File: src/verilog/fetch_defines.svh
`ifndef FETCH_DEFINES_SVH
`define FETCH_DEFINES_SVH

// lanes per fetch bundle.
`define FETCH_WIDTH 4

// program counter and instruction widths.
`define SIZE_PC 32
`define SIZE_INSTRUCTION 32

// control transfer queue.
`define CTI_DEPTH 16
`define SIZE_CTI_LOG 4

`endif

File: src/verilog/fetchTypes_pkg.sv
`include "fetch_defines.svh"

package fetchTypes_pkg;

  typedef logic [`SIZE_PC-1:0] pcT;
  typedef logic [`SIZE_INSTRUCTION-1:0] instrT;
  typedef logic [`SIZE_CTI_LOG-1:0] ctiTagT;
  typedef logic [2:0] commitCntT;  // 0 to 4 retired per cycle.

  typedef enum logic [1:0] {
    ctrlReturn     = 2'b00,
    ctrlCall       = 2'b01,
    ctrlJump       = 2'b10,
    ctrlCondBranch = 2'b11
  } ctrlTypeE;

  // lane i sits at pc + 4*i.
  typedef struct packed {
    logic                         valid;
    pcT                           pc;
    instrT [`FETCH_WIDTH-1:0]     instr;
  } fetchBundleS;

  typedef struct packed {
    logic hit;
    logic prediction;
    pcT   target;
  } btbLaneS;

  typedef struct packed {
    instrT   instr;
    pcT      pc;
    btbLaneS btb;
  } laneInS;

  typedef struct packed {
    logic     isCtrl;
    ctrlTypeE ctrlType;
    pcT       target;
  } preDecS;

  typedef struct packed {
    logic   valid;
    instrT  instr;
    pcT     pc;
    pcT     target;
    ctiTagT tag;
    logic   prediction;
  } laneOutS;

  typedef struct packed {
    logic recover;
    logic isReturn;
    logic isCall;
    pcT   target;
    pcT   callPc;
  } redirectS;

endpackage

File: src/verilog/btbValidate.sv
`timescale 1ns/1ps

`include "fetch_defines.svh"

module btbValidate (
  input  logic                                       bundleValid_i,
  input  fetchTypes_pkg::laneInS [`FETCH_WIDTH-1:0]  lanes_i,
  input  fetchTypes_pkg::preDecS [`FETCH_WIDTH-1:0]  preDec_i,
  output logic                   [`FETCH_WIDTH-1:0]  laneValid_o,
  output fetchTypes_pkg::pcT     [`FETCH_WIDTH-1:0]  finalTarget_o,
  output logic                   [`FETCH_WIDTH-1:0]  ctrlMask_o,
  output fetchTypes_pkg::redirectS                   redirect_o
);

  import fetchTypes_pkg::*;

  logic [`FETCH_WIDTH-1:0] laneTaken;
  logic [`FETCH_WIDTH-1:0] useDecoded;

  // a lane redirects fetch unless it is a branch predicted not taken.
  always_comb begin
    for (int lane = 0; lane < `FETCH_WIDTH; lane++) begin
      laneTaken[lane] = preDec_i[lane].isCtrl &
                        ((preDec_i[lane].ctrlType != ctrlCondBranch) |
                         lanes_i[lane].btb.prediction);
    end
  end

  always_comb begin
    for (int lane = 0; lane < `FETCH_WIDTH; lane++) begin
      useDecoded[lane] = (preDec_i[lane].isCtrl &
                          (preDec_i[lane].ctrlType == ctrlReturn)) |
                         ~lanes_i[lane].btb.hit;
      finalTarget_o[lane] = useDecoded[lane] ? preDec_i[lane].target :
                                               lanes_i[lane].btb.target;
    end
  end

  // lanes after the first taken one are dropped.
  always_comb begin
    logic seenTaken;
    seenTaken  = 1'b0;
    redirect_o = '0;
    for (int lane = 0; lane < `FETCH_WIDTH; lane++) begin
      laneValid_o[lane] = bundleValid_i & ~seenTaken;
      ctrlMask_o[lane]  = bundleValid_i & ~seenTaken & preDec_i[lane].isCtrl;
      if (bundleValid_i && laneTaken[lane] && !seenTaken &&
          !lanes_i[lane].btb.hit) begin
        redirect_o.recover  = 1'b1;  // taken but unknown to the BTB.
        redirect_o.target   = preDec_i[lane].target;
        redirect_o.callPc   = lanes_i[lane].pc;
        redirect_o.isReturn = (preDec_i[lane].ctrlType == ctrlReturn);
        redirect_o.isCall   = (preDec_i[lane].ctrlType == ctrlCall);
      end
      seenTaken = seenTaken | laneTaken[lane];
    end
  end

endmodule

File: src/verilog/bundleLatch.sv
`timescale 1ns/1ps

`include "fetch_defines.svh"

module bundleLatch (
  input  logic                                        clk,
  input  logic                                        reset_i,
  input  logic                                        stall_i,
  input  logic                                        flush_i,
  input  logic                                        canAccept_i,
  input  fetchTypes_pkg::fetchBundleS                 fetchBundle_i,
  input  fetchTypes_pkg::btbLaneS [`FETCH_WIDTH-1:0]  btbLanes_i,
  output logic                                        bundleValid_o,
  output fetchTypes_pkg::laneInS  [`FETCH_WIDTH-1:0]  lanes_o
);

  import fetchTypes_pkg::*;

  logic                       accept;
  logic                       validQ;
  pcT                         pcQ;
  instrT   [`FETCH_WIDTH-1:0] instrQ;
  btbLaneS [`FETCH_WIDTH-1:0] btbQ;

  assign accept = fetchBundle_i.valid & canAccept_i & ~stall_i;

  always_ff @(posedge clk) begin
    if (reset_i || flush_i) begin
      validQ <= 1'b0;  // flush wins over accept.
    end else if (!stall_i) begin
      validQ <= accept;
    end
  end

  // payload only moves on accept, so a stall holds it.
  always_ff @(posedge clk) begin
    if (accept) begin
      pcQ    <= fetchBundle_i.pc;
      instrQ <= fetchBundle_i.instr;
      btbQ   <= btbLanes_i;
    end
  end

  always_comb begin
    for (int lane = 0; lane < `FETCH_WIDTH; lane++) begin
      lanes_o[lane].instr = instrQ[lane];
      lanes_o[lane].pc    = pcQ + pcT'(4 * lane);  // 4-byte instructions.
      lanes_o[lane].btb   = btbQ[lane];
    end
  end

  assign bundleValid_o = validQ;

endmodule

File: src/verilog/ctiQueue.sv
`timescale 1ns/1ps

`include "fetch_defines.svh"

module ctiQueue (
  input  logic                                       clk,
  input  logic                                       reset_i,
  input  logic                                       flush_i,
  input  logic                                       advance_i,
  input  logic                   [`FETCH_WIDTH-1:0]  ctrlMask_i,
  input  fetchTypes_pkg::commitCntT                  commitCti_i,
  output fetchTypes_pkg::ctiTagT [`FETCH_WIDTH-1:0]  tags_o,
  output logic                                       full_o
);

  import fetchTypes_pkg::*;

  localparam int CntW = $clog2(`FETCH_WIDTH) + 1;

  ctiTagT                  headQ;
  ctiTagT                  tailQ;
  logic [`SIZE_CTI_LOG:0]  countQ;  // 0 to CTI_DEPTH.
  logic [CntW-1:0]         ctrlCnt;
  logic [`SIZE_CTI_LOG:0]  allocCnt;

  // each control lane takes the next free slot in lane order.
  always_comb begin
    logic [CntW-1:0] offset;
    offset = '0;
    for (int lane = 0; lane < `FETCH_WIDTH; lane++) begin
      tags_o[lane] = tailQ + ctiTagT'(offset);  // wraps mod depth.
      offset       = offset + CntW'(ctrlMask_i[lane]);
    end
    ctrlCnt = offset;
  end

  assign allocCnt = advance_i ? (`SIZE_CTI_LOG+1)'(ctrlCnt) : '0;

  always_ff @(posedge clk) begin
    if (reset_i) begin
      headQ  <= '0;
      tailQ  <= '0;
      countQ <= '0;
    end else if (flush_i) begin
      tailQ  <= headQ;
      countQ <= '0;
    end else begin
      headQ  <= headQ + ctiTagT'(commitCti_i);
      tailQ  <= tailQ + ctiTagT'(allocCnt);
      countQ <= countQ + allocCnt - (`SIZE_CTI_LOG+1)'(commitCti_i);
    end
  end

  // room is kept for the held bundle plus one in flight.
  assign full_o = (countQ > (`SIZE_CTI_LOG+1)'(`CTI_DEPTH / 2));

endmodule

File: src/verilog/fetchStage2.sv
`timescale 1ns/1ps

`include "fetch_defines.svh"

module fetchStage2 (
  input  logic                                        clk,
  input  logic                                        reset_i,
  input  fetchTypes_pkg::fetchBundleS                 fetchBundle_i,
  input  fetchTypes_pkg::btbLaneS [`FETCH_WIDTH-1:0]  btbLanes_i,
  input  fetchTypes_pkg::pcT                          rasTop_i,
  input  logic                                        stall_i,
  input  logic                                        flush_i,
  input  fetchTypes_pkg::commitCntT                   commitCti_i,
  output fetchTypes_pkg::laneOutS [`FETCH_WIDTH-1:0]  laneOut_o,
  output fetchTypes_pkg::redirectS                    redirect_o,
  output logic                                        stageReady_o,
  output logic                                        ctiQueueFull_o
);

  import fetchTypes_pkg::*;

  logic                      bundleValid;
  laneInS  [`FETCH_WIDTH-1:0] lanes;
  preDecS  [`FETCH_WIDTH-1:0] preDec;
  logic    [`FETCH_WIDTH-1:0] laneValid;
  pcT      [`FETCH_WIDTH-1:0] finalTarget;
  logic    [`FETCH_WIDTH-1:0] ctrlMask;
  redirectS                  rawRedirect;
  ctiTagT  [`FETCH_WIDTH-1:0] tags;
  logic                      ctiFull;
  logic                      advance;

  assign stageReady_o = ~ctiFull;
  assign advance      = bundleValid & ~stall_i;  // bundle leaves this edge.

  bundleLatch u_bundleLatch (
    .clk           (clk),
    .reset_i       (reset_i),
    .stall_i       (stall_i),
    .flush_i       (flush_i),
    .canAccept_i   (stageReady_o),
    .fetchBundle_i (fetchBundle_i),
    .btbLanes_i    (btbLanes_i),
    .bundleValid_o (bundleValid),
    .lanes_o       (lanes)
  );

  for (genvar i = 0; i < `FETCH_WIDTH; i++) begin : genLane
    preDecode u_preDecode (
      .lane_i   (lanes[i]),
      .rasTop_i (rasTop_i),
      .preDec_o (preDec[i])
    );
  end

  btbValidate u_btbValidate (
    .bundleValid_i (bundleValid),
    .lanes_i       (lanes),
    .preDec_i      (preDec),
    .laneValid_o   (laneValid),
    .finalTarget_o (finalTarget),
    .ctrlMask_o    (ctrlMask),
    .redirect_o    (rawRedirect)
  );

  ctiQueue u_ctiQueue (
    .clk         (clk),
    .reset_i     (reset_i),
    .flush_i     (flush_i),
    .advance_i   (advance),
    .ctrlMask_i  (ctrlMask),
    .commitCti_i (commitCti_i),
    .tags_o      (tags),
    .full_o      (ctiFull)
  );

  always_comb begin
    for (int lane = 0; lane < `FETCH_WIDTH; lane++) begin
      laneOut_o[lane].valid      = laneValid[lane];
      laneOut_o[lane].instr      = lanes[lane].instr;
      laneOut_o[lane].pc         = lanes[lane].pc;
      laneOut_o[lane].target     = finalTarget[lane];
      laneOut_o[lane].tag        = tags[lane];
      laneOut_o[lane].prediction = lanes[lane].btb.prediction;
    end
  end

  // no recovery while held or out of queue slots.
  assign redirect_o = '{
    recover:  rawRedirect.recover & ~stall_i & ~ctiFull,
    isReturn: rawRedirect.isReturn,
    isCall:   rawRedirect.isCall,
    target:   rawRedirect.target,
    callPc:   rawRedirect.callPc
  };

  assign ctiQueueFull_o = ctiFull;

endmodule

File: src/verilog/preDecode.sv
`timescale 1ns/1ps

`include "fetch_defines.svh"

module preDecode (
  input  fetchTypes_pkg::laneInS lane_i,
  input  fetchTypes_pkg::pcT     rasTop_i,
  output fetchTypes_pkg::preDecS preDec_o
);

  import fetchTypes_pkg::*;

  localparam logic [5:0] opJump   = 6'h02;
  localparam logic [5:0] opCall   = 6'h03;
  localparam logic [5:0] opBranch = 6'h04;
  localparam logic [5:0] opReturn = 6'h05;

  logic [5:0] opcode;
  pcT         offset;
  pcT         directTarget;

  assign opcode = lane_i.instr[`SIZE_INSTRUCTION-1 -: 6];

  // word offset, sign extended.
  assign offset = {{(`SIZE_PC-18){lane_i.instr[15]}}, lane_i.instr[15:0], 2'b00};

  assign directTarget = lane_i.pc + pcT'(4) + offset;

  always_comb begin
    preDec_o.isCtrl   = 1'b1;
    preDec_o.ctrlType = ctrlJump;
    preDec_o.target   = directTarget;
    case (opcode)
      opJump: begin
        preDec_o.ctrlType = ctrlJump;
      end
      opCall: begin
        preDec_o.ctrlType = ctrlCall;
      end
      opBranch: begin
        preDec_o.ctrlType = ctrlCondBranch;
      end
      opReturn: begin
        preDec_o.ctrlType = ctrlReturn;
        preDec_o.target   = rasTop_i;  // return address from the RAS.
      end
      default: begin
        preDec_o.isCtrl = 1'b0;
      end
    endcase
  end

endmodule
File: config.mk
export PLATFORM = sky130hd
export DESIGN_NAME = fetchStage2
export DESIGN_NICKNAME = d
export VERILOG_FILES = /design/src/verilog/fetchTypes_pkg.sv /design/src/verilog/btbValidate.sv /design/src/verilog/bundleLatch.sv /design/src/verilog/ctiQueue.sv /design/src/verilog/fetchStage2.sv /design/src/verilog/preDecode.sv
export VERILOG_INCLUDE_DIRS = /design/src /design/src/verilog
export SDC_FILE = /design/constraint.sdc
export NUM_CORES = 1
export LEC_CHECK = 0
export BUFFER_PORTS_ARGS = -buffer_cell sky130_fd_sc_hd__buf_2
export CORE_AREA = 2 2 315 317
export DETAILED_ROUTE_END_ITERATION = 7
export DIE_AREA = 0 0 317 319
export GPL_TIMING_DRIVEN = 0
export MAX_ROUTING_LAYER = met4
export SLEW_MARGIN = 0
export SYNTH_ARGS = -nofsm -noshare
export SYNTH_HDL_FRONTEND = slang
export SYNTH_SLANG_ARGS = --single-unit
File: constraint.sdc
create_clock -name clk -period 49.2 [get_ports clk]
set_input_delay 7.38 -clock clk [delete_from_list [all_inputs] [get_ports clk]]
set_output_delay 7.38 -clock clk [all_outputs]
set_load 0.01 [all_outputs]
==> results of run 1 <==
==> power by group through the flow <==
stage	clock network, mW	logic (mW)	registers [mW]
CTS	0.325	0.350	0.321
global placement	0	0.341	0.349
finish	0.314	0.353	0.321
global route	0.333	0.377	0.322
detailed placement	0	0.348	0.327
floorplan	0	0.195	0.334
==> metrics by stage <==
step,power [mW],worst slack [ps],util [%]
finish,0.988,32800,33.6
detailed placement,0.674,32700,32.1
floorplan,0.529,19010,-
CTS,0.996,32690,33.5
global route,1.03,32680,33.5
global placement,0.690,6150,31.7
==> per-layer routing <==
layer	track usage [%]	part of all wire (%)	vias up
met5	-	0	-
met4	9.23	3.6	0
met3	6.55	8.6	223
met2	44.3	46	1326
met1	34.7	42	12100
li1	-	-	11400
==> critical path, delay by kind of cell <==
kind	cells	cell delay (ps)
compound gates	2	1220
buf+inv	2	410
==> flip-flops by register name, summed over array words and instances, names as in the netlist <==
| register | count |
|---|---|
| u_bundleLatch.pcQ | 32 |
| u_bundleLatch.lanes_o | 264 |
| u_ctiQueue.headQ | 4 |
| u_ctiQueue.countQ | 5 |
| u_ctiQueue.tailQ | 4 |
| u_bundleLatch.bundleValid_o | 1 |
==> final cells by class <==
class	instances	share of cell area (%)
clock inverters	24	0.977
repair buffers	843	13.5
flip-flops and latches	310	28.0
diodes	13	0.0992
inverters	71	0.813
clock buffers	48	3.21
well taps	1287	4.91
plain buffers	387	7.62
multi-input cells	1928	40.9
==> layout by cell type, fill, tap and decap left out, drive strengths merged, types with 16 or more instances in the layout <==
cell type  netlist  layout
buf            303    1146
edfxtp         296     296
nand2          273     273
a21oi          249     249
ha             227     227
nor2           210     210
o21ai          155     155
clkbuf          84     132
xnor2          117     117
xor2            85      85
inv             71      72
mux2i           60      60
a21o            54      54
nand3           40      40
nor3            40      40
a31oi           26      26
nand2b          22      22
a221oi          22      22
o211ai          20      20
nand4           20      20
o21a            19      19
a211oi          19      19
mux2            17      17
o22ai           16      16
==> path summary, 6_finish.rpt <==
path / slack [ps] / startpoint / endpoint
worst min register to register: 490 / u_ctiQueue.headQ[0] / u_ctiQueue.headQ[0]
worst min-delay path: 490 / u_ctiQueue.headQ[0] / u_ctiQueue.headQ[0]
worst max register to register: 44520 / u_bundleLatch.lanes_o[93] / u_ctiQueue.countQ[4]
worst max-delay path: 32800 / rasTop_i[18] / redirect_o[50]
==> kinds of logic after synthesis <==
kind of cell	after synthesis	share of synthesized area, %
adders and majority gates	240	12.2
muxes	77	3.13
DFF	310	36.2
AOI/OAI and AO/OA	711	18.0
and+or+nand+nor	698	12.6
xor gates and xnor gates	202	7.01
buffers and inverters	458	10.9
==> flow_summary.ini, run 1 <==
[run_status]
status = finished clean

[final_layout]
fillCellCount = 10400
multiInputGateArea_um2 = 13400
layout.area.seq_um2 = 9170
post-route-cell-area_um2 = 32800
stdcell_count = 4911
num-nets-final = 4157
syn_to_final_growth_pct = 29.4
drive_gt1_share_pct = 34.8

[min_path]
hold_path.class = flop to flop
worstHoldPathCells = 2

[timing]
fmax_mhz = 61.0
clock_skew_ps = 40.3
hold_slack_ps = 494
period_needed_ps = 16400
worst_slew_pin_slew_ps = 1450
finalHoldViolations = 0
rsz0062_at_grt = no
period_share_pct = 33.3
finalMaxSlewViolations = 0
setup_viol = 0
finalSetupTns_ps = 0
maxSlewHeadroom_pct = 3.65

[global_routing]
grt_max_degree = 17
grt_pass1_wl_um = 189000
antenna_found_initial = 20
grt_usage_pct = 27.9
grt.overflow.total = 0
grt_pass1_vias = 23800

[yosys]
yosysTopAreaCellShare_pct = 35.1
yosysSeqAreaShare_pct = 36.2
ys_types = 97
syn-num-nets = 3271
ys_top_cells_by_count = edfxtp_1 (296), nand2_1 (272), buf_4 (268)
synth_area_leader_cell = edfxtp_1
yosys.cell_count.top_type = edfxtp_1
ys_ff_latch = 310
synth-main-ff-cell = edfxtp_1
synth_edf_count = 296
syn-cell-area_um2 = 25300
ys_warn_count = 0
syn_inst = 2696
netlist_top_cells_area = edfxtp_1 (35%), ha_1 (11%), buf_4 (7.9%), a21oi_1 (4.9%), nand2_1 (4.0%)
ys_async_sr_fraction_pct = 0
syn_avg_cell_area_um2 = 9.40

[worst_setup_path]
critPathCaptureType = output port
worstRegToRegCells = 16
path_cells = buf_2 -> o21ai_0 -> o211ai_1 -> buf_2
cp.arrival_ps = 9020
cpPeakStageDelay_ps = 970
crit_fanout = 4
crit_type = input pin to output port
worst_ep_required_time_ps = 41820
worst_path_most_repeated_cell = buf_2
start_kind = input pin
cp_slowest_cell = o21ai_0

[placement]
hpwl_um = 120000
io_buffer_count = 812
placed_area_um2 = 31400
dp_cells = 4826
gp_congestion = 0.980

[floorplan]
core-area_um2 = 97700
dieArea_um2 = 101000
num_rows = 115
die_w_um = 317
num_io_pins = 813
start_util_pct = 25.9
die_y_um = 319

[run]
drv_cap = 0

[clocking]
cts-buffers-inserted = 41
cts_setup_buffers = 0
cts_root_buf = clkbuf_16
cts_tree = yes
cts_sinks = 310
hold_buffers = 0
cts_buffer_depth = 3
h-tree-depth = 2
clk_pin_slew_ps = 60
clk_latency_ps = 620
post_cts_resized = 0

[power]
p_leak_nw = 14.9
p_int_mw = 0.623
p_sw_mw = 0.364
swShare_pct = 36.9
p_seq_share_pct = 32.5
powerDensity_nw_per_um2 = 30.1
p_clk_share_pct = 31.8
combPwrFrac_pct = 35.7
vdd_drop_max_mv = 0.0266

[route]
vias = 25100
dr.pass1.iters = 6
wl_per_cell_um = 29.0
post-route-drc-count = 0
wl_um = 143000
initialDrtViolationCount = 2511
final_antenna_net_count = 0
routed_via_density = 5.10
Power figures use the tool's default switching activity.
==> inputs of run 2 (changes only) <==
==> constraint.sdc (replaced) <==
create_clock -name clk -period 15.9 [get_ports clk]
set_input_delay 2.385 -clock clk [delete_from_list [all_inputs] [get_ports clk]]
set_output_delay 2.385 -clock clk [all_outputs]
set_load 0.01 [all_outputs]
==> flow_summary.ini, run 2 (synthesis results as in run 1) <==
[run_status]
status = finished, violations left
violations = design-rule violations

[final_layout]
final_cell_mix = buf_2 (837), edfxtp_1 (296), nand2_1 (272), buf_4 (268), a21oi_1 (247)
stdcell_count = 4906
multiInputGateArea_um2 = 13400
layout.area.seq_um2 = 9170
largest_register_ffs = 264
drive_gt1_share_pct = 34.6
num-nets-final = 4145
fillCellCount = 10400
syn_to_final_growth_pct = 29.1
mostFrequentLayoutCell = buf_2

[clocking]
cts_setup_buffers = 0
clk_pin_slew_ps = 60
hold_buffers = 0
post_cts_resized = 0
h-tree-depth = 2
cts_tree = yes
clk_latency_ps = 620
cts-buffers-inserted = 41
cts_buffer_depth = 3
cts_sinks = 310
cts_root_buf = clkbuf_16

[global_routing]
grt.overflow.total = 0
grt_max_degree = 21
antenna_found_initial = 27
grt_usage_pct = 27.9
grt_pass1_vias = 23800
grt_pass1_wl_um = 189000

[floorplan]
core-area_um2 = 97700
die_w_um = 317
start_util_pct = 25.9
dieArea_um2 = 101000
num_rows = 115
die_y_um = 319
num_io_pins = 813

[worst_setup_path]
crit_type = flop to output port
path_cells = clkbuf_1 -> inv_1 -> ha_1 -> nand3b_1 -> nor2_1 -> xor2_1 -> ha_1 -> ha_1 -> nand3_1 -> a31oi_1 -> o2111ai_1 -> a21oi_1 -> o21ai_0 -> o21bai_1 -> xor2_1 -> mux2i_1 -> o21ai_0 -> buf_2
crit_fanout = 10
start_kind = flop
cpPeakStageDelay_ps = 730
cp.arrival_ps = 7690
worst_path_most_repeated_cell = ha_1
cp_slowest_cell = edfxtp_1
critPathCaptureType = output port
worst_ep_required_time_ps = 13520

[power]
p_seq_share_pct = 32.9
p_sw_mw = 1.12
p_clk_share_pct = 30.8
swShare_pct = 37.2
powerDensity_nw_per_um2 = 92.0
p_int_mw = 1.89
vdd_drop_max_mv = 0.0922
combPwrFrac_pct = 36.3
p_leak_nw = 14.8

[timing]
rsz0062_at_grt = no
worst_slew_pin_slew_ps = 1410
period_share_pct = 63.3
clock_skew_ps = 40.2
hold_slack_ps = 499
finalMaxSlewViolations = 0
period_needed_ps = 10070
finalHoldViolations = 0
worst_slack_ps = 5830
setup_viol = 0
fmax_mhz = 99.3
maxSlewHeadroom_pct = 5.31

[route]
wl_um = 142000
vias = 25000
wl_per_cell_um = 29.0
post-route-drc-count = 2
final_antenna_net_count = 0
initialDrtViolationCount = 2531
dr.pass1.iters = 8
routed_via_density = 5.10

[run]
drv_cap = 0

[min_path]
hold_path.class = flop to flop

[placement]
io_buffer_count = 812
dp_cells = 4814
hpwl_um = 120000
dp_slack_ps = 6730
gp_congestion = 0.966
## run 2: cell count changes in the layout (fill, tap and decap cells not counted), moves of 2 or more
cell       before  now
buf_6          29    2
buf_8           3   13
buf_16          0    5
clkinv_2        4    8
diode_2        13   17
bufinv_16       6    3
clkinv_4        0    2
## run 2: path summary, 6_finish.rpt
check,startpoint,endpoint,slack [ps],cells past startpoint
setup reg to reg,u_bundleLatch.lanes_o[93],u_ctiQueue.countQ[4],11150,16
hold reg to reg,u_ctiQueue.headQ[3],u_ctiQueue.headQ[3],500,2
hold / removal,u_ctiQueue.headQ[3],u_ctiQueue.headQ[3],500,2
setup / recovery,u_bundleLatch.pcQ[2],laneOut_o[335],5830,18
## run 2: worst max-delay path: cells and delay by family (launching register included)
| family | cells | cell delay (ps) |
|---|---|---|
| mux | 1 | 130 |
| fa+ha+maj | 3 | 1130 |
| xor+xnor | 2 | 900 |
| simple gates | 3 | 1110 |
| buf+inv | 3 | 1250 |
| flops | 1 | 730 |
| compound gates | 6 | 1800 |
## run 2: routing by layer
metal	global-route usage [%]	up-vias	wire length (um)
met5	-	-	0
met4	7.79	0	4190
met3	5.85	215	11600
met2	45.1	1307	67100
met1	34.9	12100	59600
li1	-	11400	-
## run 2: cell type report
type | instances | area share [%]
clock buffer | 50 | 3.30
antenna | 17 | 0.130
timing repair buffer | 831 | 13.5
multi-input combinational | 1928 | 41.0
inverter | 71 | 0.815
tap | 1287 | 4.92
buffer | 387 | 7.64
clock inverter | 25 | 0.681
sequential | 310 | 28.0
## run 2: per-stage QoR
stage | util, % | power [mW] | setup TNS, ps | area [um2]
after floorplan | - | 1.62 | 0 | 25300
after global placement | 31.7 | 2.10 | -1478220 | 31000
after detailed placement | 32.1 | 2.09 | 0 | 31400
after CTS | 33.4 | 3.03 | 0 | 32700
after global routing | 33.5 | 3.14 | 0 | 32700
final | 33.5 | 3.01 | 0 | 32700
## run 2: power groups by stage
stage,registers (mW),clock network [mW],logic [mW]
3_3_place_gp,1.05,0,1.06
2_1_floorplan,1.01,0,0.603
3_5_place_dp,1.01,0,1.08
6_report,0.992,0.927,1.09
4_1_cts,0.993,0.955,1.08
5_1_grt,0.996,0.979,1.17
==> inputs of run 3 (changes only) <==
==> constraint.sdc (replaced) <==
create_clock -name clk -period 10.3 [get_ports clk]
set_input_delay 1.545 -clock clk [delete_from_list [all_inputs] [get_ports clk]]
set_output_delay 1.545 -clock clk [all_outputs]
set_load 0.01 [all_outputs]
==> flow_summary.ini, run 3 (synthesis results as in run 1) <==
[run_status]
status = finished clean

[timing]
hold_slack_ps = 505
worst_slack_ps = 1030
clock_skew_ps = 24.9
finalMaxSlewViolations = 0
fmax_mhz = 108
maxSlewHeadroom_pct = 5.17
finalHoldViolations = 0
period_share_pct = 90.0
setup_viol = 0
finalSetupTns_ps = 0
worst_slew_pin_slew_ps = 1420
rsz0062_at_grt = no
period_needed_ps = 9270

[worst_setup_path]
critPathCaptureType = output port
crit_type = flop to output port
start_kind = flop
cpPeakStageDelay_ps = 1010
r2r_slack_ps = 5580
cp.arrival_ps = 7730
r2r-start = u_bundleLatch.lanes_o[93]
worstRegToRegCells = 16
crit_fanout = 8
r2r_end = u_ctiQueue.countQ[4]
cp_slowest_cell = a2111oi_0
worst_ep_required_time_ps = 8760
path_cells = ha_1 -> clkbuf_1 -> nand3_1 -> or2_2 -> nor2_1 -> xor2_1 -> ha_1 -> ha_1 -> a211oi_1 -> nand2_1 -> nor2_1 -> o21ai_1 -> a21boi_1 -> nor2_1 -> a2111oi_0 -> nor3_1 -> a21oi_1 -> o21ai_0 -> buf_2

[floorplan]
dieArea_um2 = 101000
die_y_um = 319
num_io_pins = 813
die_w_um = 317
start_util_pct = 25.9
core-area_um2 = 97700
num_rows = 115

[min_path]
hold-path-endpoint = u_ctiQueue.headQ[3]
min-delay-start = u_ctiQueue.headQ[3]
worstHoldPathCells = 2
hold_path.class = flop to flop

[final_layout]
post-route-cell-area_um2 = 32700
num-nets-final = 4146
syn_to_final_growth_pct = 29.1
largest_register_ffs = 264
drive_gt1_share_pct = 34.4
mostFrequentLayoutCell = buf_2
final_cell_mix = buf_2 (837), edfxtp_1 (296), nand2_1 (272), buf_4 (268), a21oi_1 (247)
stdcell_count = 4902
fillCellCount = 10400

[placement]
io_buffer_count = 812
dp_slack_ps = 2010
dp_cells = 4815
hpwl_um = 120000
gp_congestion = 0.972
placed_area_um2 = 31400

[clocking]
cts-buffers-inserted = 41
cts_sinks = 310
clk_pin_slew_ps = 60
h-tree-depth = 2
post_cts_resized = 0
cts_setup_buffers = 0
cts_root_buf = clkbuf_16
hold_buffers = 0
clk_latency_ps = 620
cts_tree = yes
cts_buffer_depth = 3

[route]
post-route-drc-count = 0
vias = 24800
final_antenna_net_count = 0
routed_via_density = 5.05
wl_um = 143000
dr.pass1.iters = 8
wl_per_cell_um = 29.1
initialDrtViolationCount = 2112

[power]
p_int_mw = 2.88
p_clk_share_pct = 30.2
combPwrFrac_pct = 36.7
vdd_drop_max_mv = 0.122
powerDensity_nw_per_um2 = 141
p_seq_share_pct = 33.2
p_leak_nw = 14.8
swShare_pct = 37.7
p_sw_mw = 1.74

[run]
drv_cap = 0

[global_routing]
grt_pass1_vias = 23800
antenna_found_initial = 23
grt_usage_pct = 27.8
grt_pass1_wl_um = 188000
grt.overflow.total = 0
grt_max_degree = 21
## run 3: critical path, delay by kind of cell (launching register included)
family,cells,cell delay (ps)
AOI/OAI and AO/OA,6,2230
xor gates and xnor gates,1,670
adders and majority gates,3,1000
buffers and inverters,2,640
DFF,1,800
and+or+nand+nor,7,1740
## run 3: layer usage
layer,share of wire (%),up-vias,global-route usage [%]
li1,-,11400,-
met1,42,12000,34.8
met2,46,1204,44.3
met3,8.3,205,5.94
met4,3.6,0,9.25
met5,0,-,-
## run 3: power groups by stage
stage | combinational (mW) | clock (mW) | sequential, mW
after global placement | 1.64 | 0 | 1.60
after global routing | 1.81 | 1.48 | 1.54
after CTS | 1.68 | 1.44 | 1.54
after detailed placement | 1.67 | 0 | 1.56
final | 1.70 | 1.39 | 1.53
after floorplan | 0.932 | 0 | 1.55
## run 3: area by class of cell
class	count	area (um2)	share of cell area, %
Inverter	71	267	0.815
Timing Repair Buffer	832	4450	13.6
Multi-Input combinational cell	1928	13400	41.0
Clock buffer	50	1060	3.24
Buffer	387	2500	7.64
Sequential cell	310	9170	28.0
Clock inverter	23	205	0.627
Tap cell	1287	1610	4.92
Antenna cell	14	35.0	0.107
## run 3: worst max-delay path by stage
stage                                 end            startpoint  slack (ps)  cells past startpoint
4_1_cts                    laneOut_o[134]  u_bundleLatch.pcQ[2]        1270                     19
5_1_grt                    redirect_o[56]  u_bundleLatch.pcQ[2]         930                     18
3_5_place_dp               laneOut_o[134]  u_bundleLatch.pcQ[2]        2010                     19
6_report                   laneOut_o[134]  u_bundleLatch.pcQ[2]        1030                     19
3_3_place_gp   u_bundleLatch.lanes_o[312]               stall_i       -3450                      2
2_1_floorplan    u_bundleLatch.lanes_o[0]    fetchBundle_i[160]         810                      1
## run 3: through the flow
stage / total power, mW / util [%]
5_1_grt: 4.83 / 33.5
4_1_cts: 4.66 / 33.4
2_1_floorplan: 2.48 / -
3_5_place_dp: 3.23 / 32.1
6_report: 4.62 / 33.5
3_3_place_gp: 3.23 / 31.7
